`src/common/fc_pkg.sv`:
```
`default_nettype none

package fc_pkg;

    // ####################
    // Layer shape.
    localparam int NUM_INPUTS        = 12;
    localparam int NUM_NEURONS       = 16;
    localparam int NUM_WEIGHTS       = NUM_INPUTS * NUM_NEURONS;
    localparam int DATA_WIDTH        = 32;
    localparam int RESULT_FIFO_DEPTH = 8;  // Also the initial credit count.

    // ####################
    // Vector types.
    typedef logic signed [DATA_WIDTH-1:0] data_t;
    typedef logic [3:0]                   neuron_idx_t;
    typedef logic [7:0]                   weight_addr_t;
    typedef logic [NUM_INPUTS-1:0]        sign_mask_t;   // 1 adds, 0 subtracts.
    typedef data_t [NUM_INPUTS-1:0]       data_vec_t;

    // ####################
    // Block-to-block bundles.
    typedef struct packed {
        logic        valid;
        neuron_idx_t neuron;
        sign_mask_t  mask;
        data_vec_t   data;
    } fc_beat_t;

    typedef struct packed {
        neuron_idx_t neuron;
        data_t       sum;
    } fc_result_t;

    typedef enum logic [1:0] {
        FIFO_EMPTY,
        FIFO_PARTIAL,
        FIFO_FULL
    } fifo_state_e;

endpackage

`default_nettype wire

```
`src/intake/weight_store.sv`:
```
`default_nettype none

module weight_store import fc_pkg::*; (
    input  wire              clk,
    input  wire              rstn,
    input  wire              weight_bit,
    input  wire              weight_valid,
    output logic             weights_ready,
    input  wire neuron_idx_t neuron,
    output sign_mask_t       sign_mask
);

    weight_addr_t           wr_addr;
    logic [NUM_WEIGHTS-1:0] store;
    logic                   wr_en;

    assign weights_ready = (wr_addr == weight_addr_t'(NUM_WEIGHTS));
    assign wr_en         = weight_valid && !weights_ready;  // Extra bits are dropped.

    // Write counter stops at a full store.
    always_ff @(posedge clk or negedge rstn) begin
        if (!rstn) begin
            wr_addr <= '0;
        end else if (wr_en) begin
            wr_addr <= wr_addr + 1'b1;
        end
    end

    always_ff @(posedge clk) begin
        if (wr_en) begin
            store[wr_addr] <= weight_bit;
        end
    end

    // Position is lane * 16 + neuron.
    always_comb begin
        for (int lane = 0; lane < NUM_INPUTS; lane++) begin
            sign_mask[lane] = store[lane * NUM_NEURONS + int'(neuron)];
        end
    end

endmodule

`default_nettype wire

```
`src/intake/vector_intake.sv`:
```
`default_nettype none

module vector_intake import fc_pkg::*; (
    input  wire             clk,
    input  wire             rstn,
    input  wire             in_valid,
    input  wire data_vec_t  in_vector,
    output neuron_idx_t     neuron,
    input  wire sign_mask_t sign_mask,
    output fc_beat_t        beat
);

    neuron_idx_t neuron_cnt;
    logic        beat_valid;
    neuron_idx_t beat_neuron;
    sign_mask_t  beat_mask;
    data_vec_t   beat_data;

    assign neuron = neuron_cnt;  // Selects the weight column.

    // Wraps from 15 back to 0.
    always_ff @(posedge clk or negedge rstn) begin
        if (!rstn) begin
            neuron_cnt <= '0;
        end else if (in_valid) begin
            neuron_cnt <= neuron_cnt + 1'b1;
        end
    end

    always_ff @(posedge clk or negedge rstn) begin
        if (!rstn) begin
            beat_valid <= 1'b0;
        end else begin
            beat_valid <= in_valid;
        end
    end

    always_ff @(posedge clk) begin
        if (in_valid) begin
            beat_neuron <= neuron_cnt;
            beat_mask   <= sign_mask;
            beat_data   <= in_vector;
        end
    end

    assign beat = '{valid: beat_valid, neuron: beat_neuron, mask: beat_mask, data: beat_data};

endmodule

`default_nettype wire

```
`src/adder_tree/sign_adder_tree.sv`:
```
`default_nettype none

module sign_adder_tree import fc_pkg::*; (
    input  wire           clk,
    input  wire           rstn,
    input  wire fc_beat_t beat,
    output logic          result_valid,
    output fc_result_t    result
);

    // One entry per register stage: sign, then levels 6, 3, 2, 1.
    logic        [4:0] vld;
    neuron_idx_t [4:0] idx;

    data_vec_t   terms;
    data_t [5:0] sum6;
    data_t [2:0] sum3;
    data_t [1:0] sum2;
    data_t       sum1;

    // ####################
    // Side band.
    always_ff @(posedge clk or negedge rstn) begin
        if (!rstn) begin
            vld <= '0;
        end else begin
            vld <= {vld[3:0], beat.valid};
        end
    end

    always_ff @(posedge clk) begin
        idx <= {idx[3:0], beat.neuron};
    end

    // ####################
    // Sign stage.
    always_ff @(posedge clk) begin
        for (int i = 0; i < NUM_INPUTS; i++) begin
            terms[i] <= beat.mask[i] ? beat.data[i] : -beat.data[i];
        end
    end

    // ####################
    // Adder levels, all sums wrap at 32 bits.
    always_ff @(posedge clk) begin
        for (int i = 0; i < 6; i++) begin
            sum6[i] <= terms[2*i] + terms[2*i+1];
        end
    end

    always_ff @(posedge clk) begin
        for (int i = 0; i < 3; i++) begin
            sum3[i] <= sum6[2*i] + sum6[2*i+1];
        end
    end

    always_ff @(posedge clk) begin
        sum2[0] <= sum3[0] + sum3[1];
        sum2[1] <= sum3[2];  // Odd one out rides along.
    end

    always_ff @(posedge clk) begin
        sum1 <= sum2[0] + sum2[1];
    end

    assign result_valid = vld[4];
    assign result       = '{neuron: idx[4], sum: sum1};

endmodule

`default_nettype wire

```
`src/result_fifo/result_fifo.sv`:
```
`default_nettype none

module result_fifo import fc_pkg::*; (
    input  wire             clk,
    input  wire             rstn,
    input  wire             result_valid,
    input  wire fc_result_t result,
    output logic            out_valid,
    input  wire             out_ready,
    output fc_result_t      out_result,
    output logic            credit_return
);

    fc_result_t                             mem [RESULT_FIFO_DEPTH];
    logic [$clog2(RESULT_FIFO_DEPTH)-1:0]   wr_ptr;
    logic [$clog2(RESULT_FIFO_DEPTH)-1:0]   rd_ptr;
    fifo_state_e                            state;
    logic                                   push;
    logic                                   pop;

    assign push       = result_valid;  // Credits keep this from overflowing.
    assign pop        = out_valid && out_ready;
    assign out_valid  = (state != FIFO_EMPTY);
    assign out_result = mem[rd_ptr];

    always_ff @(posedge clk) begin
        if (push) begin
            mem[wr_ptr] <= result;
        end
    end

    // ####################
    // Pointers and fill state.
    always_ff @(posedge clk or negedge rstn) begin
        if (!rstn) begin
            wr_ptr        <= '0;
            rd_ptr        <= '0;
            state         <= FIFO_EMPTY;
            credit_return <= 1'b0;
        end else begin
            credit_return <= pop;  // One pulse per popped result.
            if (push) begin
                wr_ptr <= wr_ptr + 1'b1;
            end
            if (pop) begin
                rd_ptr <= rd_ptr + 1'b1;
            end
            if (push && !pop) begin
                state <= (wr_ptr + 1'b1 == rd_ptr) ? FIFO_FULL : FIFO_PARTIAL;
            end else if (pop && !push) begin
                state <= (rd_ptr + 1'b1 == wr_ptr) ? FIFO_EMPTY : FIFO_PARTIAL;
            end
        end
    end

endmodule

`default_nettype wire

```
`src/fc_top.sv`:
```
`default_nettype none

module fc_top import fc_pkg::*; (
    input  wire             clk,
    input  wire             rstn,
    input  wire             weight_bit,
    input  wire             weight_valid,
    output logic            weights_ready,
    input  wire             in_valid,
    input  wire data_vec_t  in_vector,
    output logic            credit_return,
    output logic            out_valid,
    input  wire             out_ready,
    output fc_result_t      out_result
);

    neuron_idx_t neuron;
    sign_mask_t  sign_mask;
    fc_beat_t    beat;
    logic        result_valid;
    fc_result_t  result;

    weight_store u_weight_store (
        .clk           (clk),
        .rstn          (rstn),
        .weight_bit    (weight_bit),
        .weight_valid  (weight_valid),
        .weights_ready (weights_ready),
        .neuron        (neuron),
        .sign_mask     (sign_mask)
    );

    vector_intake u_vector_intake (
        .clk       (clk),
        .rstn      (rstn),
        .in_valid  (in_valid),
        .in_vector (in_vector),
        .neuron    (neuron),
        .sign_mask (sign_mask),
        .beat      (beat)
    );

    sign_adder_tree u_sign_adder_tree (
        .clk          (clk),
        .rstn         (rstn),
        .beat         (beat),
        .result_valid (result_valid),
        .result       (result)
    );

    result_fifo u_result_fifo (
        .clk           (clk),
        .rstn          (rstn),
        .result_valid  (result_valid),
        .result        (result),
        .out_valid     (out_valid),
        .out_ready     (out_ready),
        .out_result    (out_result),
        .credit_return (credit_return)
    );

endmodule

`default_nettype wire

```
`config.mk`:
```
export PLATFORM = sky130hd
export DESIGN_NAME = fc_top
export DESIGN_NICKNAME = d
export VERILOG_FILES = /design/src/common/fc_pkg.sv /design/src/intake/weight_store.sv /design/src/intake/vector_intake.sv /design/src/adder_tree/sign_adder_tree.sv /design/src/result_fifo/result_fifo.sv /design/src/fc_top.sv
export SDC_FILE = /design/constraint.sdc
export NUM_CORES = 2
export LEC_CHECK = 0
export BUFFER_PORTS_ARGS = -buffer_cell sky130_fd_sc_hd__buf_4
export CORE_MARGIN = 3
export CORE_UTILIZATION = 55
export DETAILED_ROUTE_END_ITERATION = 7
export GPL_ROUTABILITY_DRIVEN = 0
export PLACE_DENSITY = 0.76
export SYNTH_ARGS = -nofsm -noshare
export SYNTH_HDL_FRONTEND = slang
export SYNTH_SLANG_ARGS = --single-unit
```
`constraint.sdc`:
```
create_clock -name clk -period 3.8 [get_ports clk]
set_clock_uncertainty 0.05 [all_clocks]
set_input_delay 0.76 -clock clk [delete_from_list [all_inputs] [get_ports clk]]
set_output_delay 0.76 -clock clk [all_outputs]
set_load 0.03 [all_outputs]
```
# Yosys cells after proc, flatten, opt, wreduce, memory -nomap -nowiden
# Memory sizes are Yosys's and may differ from the RTL's.
# Index checks and enable logic that the tools add are counted.
# op_classes
n_addsub,38
mux,56
eq_ne,3
reduce_logical,10
magnitude_cmp,14
# ops
operator,n
$mux 32,12
$neg 32->32,12
$add 32x32->32,11
$lt 32x10->1 const B,11
$bwmux 192,1
$bmux 1 s8,11
$add 8x4->9 const A,4
$add 7x4->8 const A,4
$mux 1,27
$add 6x4->7 const A,2
$lt 4x9->1 const B,1
$lt 8x9->1 const B,1
$add 8x1->8 const B,1
$demux 1 s8,1
$eq 8x8->1 const B,1
$ge 8x1->1 const B,1
$add 3x1->3 const B,2
$add 5x4->6 const A,1
$eq 3x3->1,2
$mux 2,3
$logic_and 1x1->1,5
$add 4x1->4 const B,1
$bmux 1 s4,1
$reduce_bool 2->1,2
$logic_not 1->1,3
# word_totals
n_memories,1
wordCells,174
ramBits,288
output_inout_bits,39
regBits,1407
# memory_table
name,words,word_bits,rd,rd_clocked_by_memory_dff,wr,line_no,source
u_result_fifo.mem,8,36,1,0,1,result_fifo.sv:14,fc_result_t mem [RESULT_FIFO_DEPTH];

# Depth between registers and ports, before layout
# depth
word_depth,5
depth_mapped,11
ltp_nobuf,11

# Modules after synthesis
# From an unflattened synthesis, not the netlist that was laid out.
# unflattened
cells_unflattened,5750
hier_area_um2,71940.2
# modules_own_cells
mod,area_per_inst_um2,instances,cells_each
sign_adder_tree,39720.6,1,4274
vector_intake,12204.2,1,413
result_fifo,11307.1,1,470
weight_store,8708.4,1,593

# Worst setup path before layout
# Ideal clock, no wire load.
# synth_timing
path_kind,register -> register
from,register u_result_fifo.wr_ptr[1]
to,"memory u_result_fifo.mem[0][0] in the netlist's numbering, enable pin"
slack_ns,0.200
path_stages_with_launch,3
required_ns,3.276
setup_time_ns,0.474
t_arrival_ns,3.076
cell_sequence,dfrtp_1 > nand2b_1 > nor3_1
# synth_rtl
item,line_no,source
from (decl),result_fifo.sv:15,logic [$clog2(RESULT_FIFO_DEPTH)-1:0] wr_ptr;
from (signal assigned),result_fifo.sv:43,wr_ptr <= wr_ptr + 1'b1;
to (decl),result_fifo.sv:14,
# No word-level cell before the write port.

==> flow_summary.toml <==
[route]
drc = 0
vias_per_cell = 5.65
ant_nets = 0
vias = 46630
wl_per_cell_um = 19.6
wl_um = 162000
drt_pass1_iterations = 6
drt-initial-drc-count = 3793

[power]
leakagePower_nw = 32.9
power_switching_mw = 33.7
power_frac_clock_pct = 18.9
comb_power_share_pct = 47.3
p_int_mw = 53.5
p_seq_share_pct = 33.8
swShare_pct = 38.7
peakVddDrop_mv = 0.532
power.density_nw_per_um2 = 1040

[yosys]
synth_top_area_share_pct = 36.5
synth_edf_count = 880
syn_avg_cell_area_um2 = 12.4
synth.distinct_cells = 87
syn_area_um2 = 72400
syn-num-nets = 6590
yosysTopAreaCell = "edfxtp_1"
synth_warnings = 0
ys_ff_latch = 1695
synthArstFlopShare_pct = 1.59
ys_seq_area_share_pct = 59.2
synthCells = 5828
synth_ff_type = "edfxtp_1"
ys_top_cells_by_area = "edfxtp_1, dfxtp_1, ha_1, xor2_1, mux4_2"

[timing]
tightest_slew_ns = 1.12
drv_slew = 0
post-route-min-period_ns = 3.57
hold_viol_final = 0
rsz0062_at_grt = "false"
tns_ns = 0
max_freq_ghz = 0.280
setup_viol = 0
timing.final.ws_setup_ns = 0.226
slew_headroom_pct = 25.3
timing.final.crit_share_pct = 94.0

[critical_path]
required_ns = 2.99
setup.worst_path.start = "u_result_fifo.rd_ptr[0]$_DFFE_PN0P_"
r2r_slack_ns = 0.32
cp-start-kind = "flip-flop"
r2r-end = "u_sign_adder_tree.sum6[30]$_DFF_P_"
arrival_ns = 2.76
crit_type = "flip-flop to output pin"
crit_path_end = "out_result[31]"
crit-reg2reg-launch = "u_sign_adder_tree.terms[0]$_DFF_P_"
crit_fanout = 33
reg2reg_depth = 11
worstSetupEndpointType = "output pin"

[global_route]
grt_pass1_vias = 46124
grt_pass1_wl_um = 251000
antenna_found_initial = 7
overflow = 0
grt_max_degree = 133
track_usage_pct = 23.5

[place]
dp_hpwl_um = 115000
placed_cells = 7929
io_buffers = 428
pre_cts_slack_ns = 0.395

[final_layout]
utilization_pct = 64.2
drive_above_1_share_pct = 15.2
area_growth_pct = 15.3
instances_no_fill = 8246
antennaDiodeCount = 0
nets = 7121

[die]
ios = 429
num_rows = 132
dieArea_um2 = 136000
die_h_um = 369
die_w_um = 369
initial_core_util_pct = 55.6
core_area_um2 = 130000

[clock_network]
h-tree-depth = 4
cts_tree = "built"
cts_buffers = 168
clock_latency_ns = 0.80
clk_pin_slew_worst_paths_ns = 0.06
clock-sinks = 1695
cts_root_buf = "clkbuf_16"
cts_buffer_depth = 3

[job]
drv_cap = 0

[run_status]
outcome = "finished clean"

[min_path]
holdCritPathClass = "input pin to flip-flop"
## area by class of cell
| type | count | area [um2] |
|---|---|---|
| sequential | 1695 | 42900 |
| fill | 9778 | 46600 |
| clock buffer | 240 | 4990 |
| inverter | 162 | 608 |
| multi-input combinational | 3840 | 28400 |
| timing repair buffer | 492 | 3790 |
| tap | 1742 | 2180 |
| clock inverter | 75 | 594 |
## cell families (layout without fill, tap and decap cells)
logic type      after synthesis  after routing  synth area share, %
xor+xnor                    695            695                 8.41
simple gates               1431           1431                 9.25
mux                         185            185                 4.93
fa+ha+maj                   372            372                 6.54
buf+inv                     293            969                 1.52
compound gates             1157           1157                 10.1
flops                      1695           1695                 59.2
## cells in the mapped netlist (all sizes together), types with 13 or more instances
| cell type | count |
|---|---|
| nand4 | 42 |
| dfrtp | 27 |
| buf | 27 |
| o21ai | 179 |
| xnor2 | 299 |
| nor3b | 15 |
| a21oi | 438 |
| o21bai | 45 |
| a31o | 13 |
| o31ai | 15 |
| o211ai | 26 |
| and3 | 42 |
| a31oi | 71 |
| nor3 | 135 |
| o41ai | 17 |
| mux4 | 132 |
| nor4 | 77 |
| nand3 | 64 |
| o21a | 39 |
| nor2b | 53 |
| ha | 361 |
| a211oi | 25 |
| or4 | 17 |
| nand2 | 216 |
| and2 | 36 |
| clkbuf | 104 |
| or3 | 31 |
| mux2 | 50 |
| nor2 | 626 |
| dfxtp | 788 |
| xor2 | 396 |
| inv | 162 |
| nand2b | 50 |
| edfxtp | 880 |
| a21o | 192 |
## through the flow
stage	power, mW	hold WS (ns)	cell area (um2)
global placement	69.8	0.260	77900
CTS	87.5	0.0291	83500
floorplan	59.2	0.260	72400
detailed placement	70.5	0.262	77900
finish	87.2	0.0867	83500
global route	93.3	0.0489	83500
## layer usage
metal	part of all wire [%]	GRT usage, %	vias to the layer above
met5	0.019	0	-
met4	2.6	7.16	4
met3	5.5	3.57	287
met2	49	39.5	1393
met1	43	31.6	22588
li1	-	-	22358
## how the worst min path moves through the flow
stage	from	endpoint	slack (ns)	cells after the start
global route	in_vector[209]	u_vector_intake.beat[209]$_DFFE_PP_	0.05	1
floorplan	u_sign_adder_tree.idx[6]$_DFF_P_	u_sign_adder_tree.idx[10]$_DFF_P_	0.26	0
global placement	u_sign_adder_tree.sum3[91]$_DFF_P_	u_sign_adder_tree.sum2[59]$_DFF_P_	0.26	0
finish	in_vector[235]	u_vector_intake.beat[235]$_DFFE_PP_	0.09	1
detailed placement	u_sign_adder_tree.idx[1]$_DFF_P_	u_sign_adder_tree.idx[5]$_DFF_P_	0.26	0
CTS	in_vector[235]	u_vector_intake.beat[235]$_DFFE_PP_	0.03	1
## what timing repair did
| item | CTS | global route |
|---|---|---|
| endpoints found under the setup margin | 10 | 0 |
| endpoints found under the hold margin | 27 | 0 |
| hold buffers | 1 | 0 |
| resized for setup | 1 | 0 |
| buffers inserted | 1 | 0 |
## critical path: stages (launching register included)
cell and delay, ns:
dfrtp_4 0.59, buf_12 0.31, mux4_2 0.55, mux2_2 0.32, buf_4 0.18
## sequential cells by signal, indices dropped and copies added (netlist names), 5 cells and up
register and cells:
u_weight_store.wr_addr 8, u_sign_adder_tree.terms 384, u_sign_adder_tree.sum2 64, u_weight_store.store 192
u_sign_adder_tree.vld 5, u_vector_intake.beat_mask 12, u_sign_adder_tree.sum3 96, u_vector_intake.beat 384
u_sign_adder_tree.sum6 192, u_sign_adder_tree.sum1 32, u_result_fifo.mem 288, u_sign_adder_tree.idx 16
## cells in the final DEF (no fill, tap or decap), drive strengths merged, types with 132 or more instances in the layout
master,n
a21o,192
dfxtp,788
nor2,626
a21oi,438
mux4,132
nand2,216
edfxtp,880
xor2,396
ha,361
nor3,135
o21ai,179
xnor2,299
inv,171
buf,491
clkbuf,240
## power groups by stage
stage / clock network [mW] / logic (mW) / registers (mW)
after detailed placement: 0 / 40.7 / 29.8
after global routing: 17.6 / 45.7 / 30.0
after CTS: 16.8 / 41.2 / 29.5
after floorplan: 0 / 31.3 / 27.9
after global placement: 0 / 40.1 / 29.7
final: 16.5 / 41.3 / 29.5
Note: power is estimated with default switching activity, not from simulation.
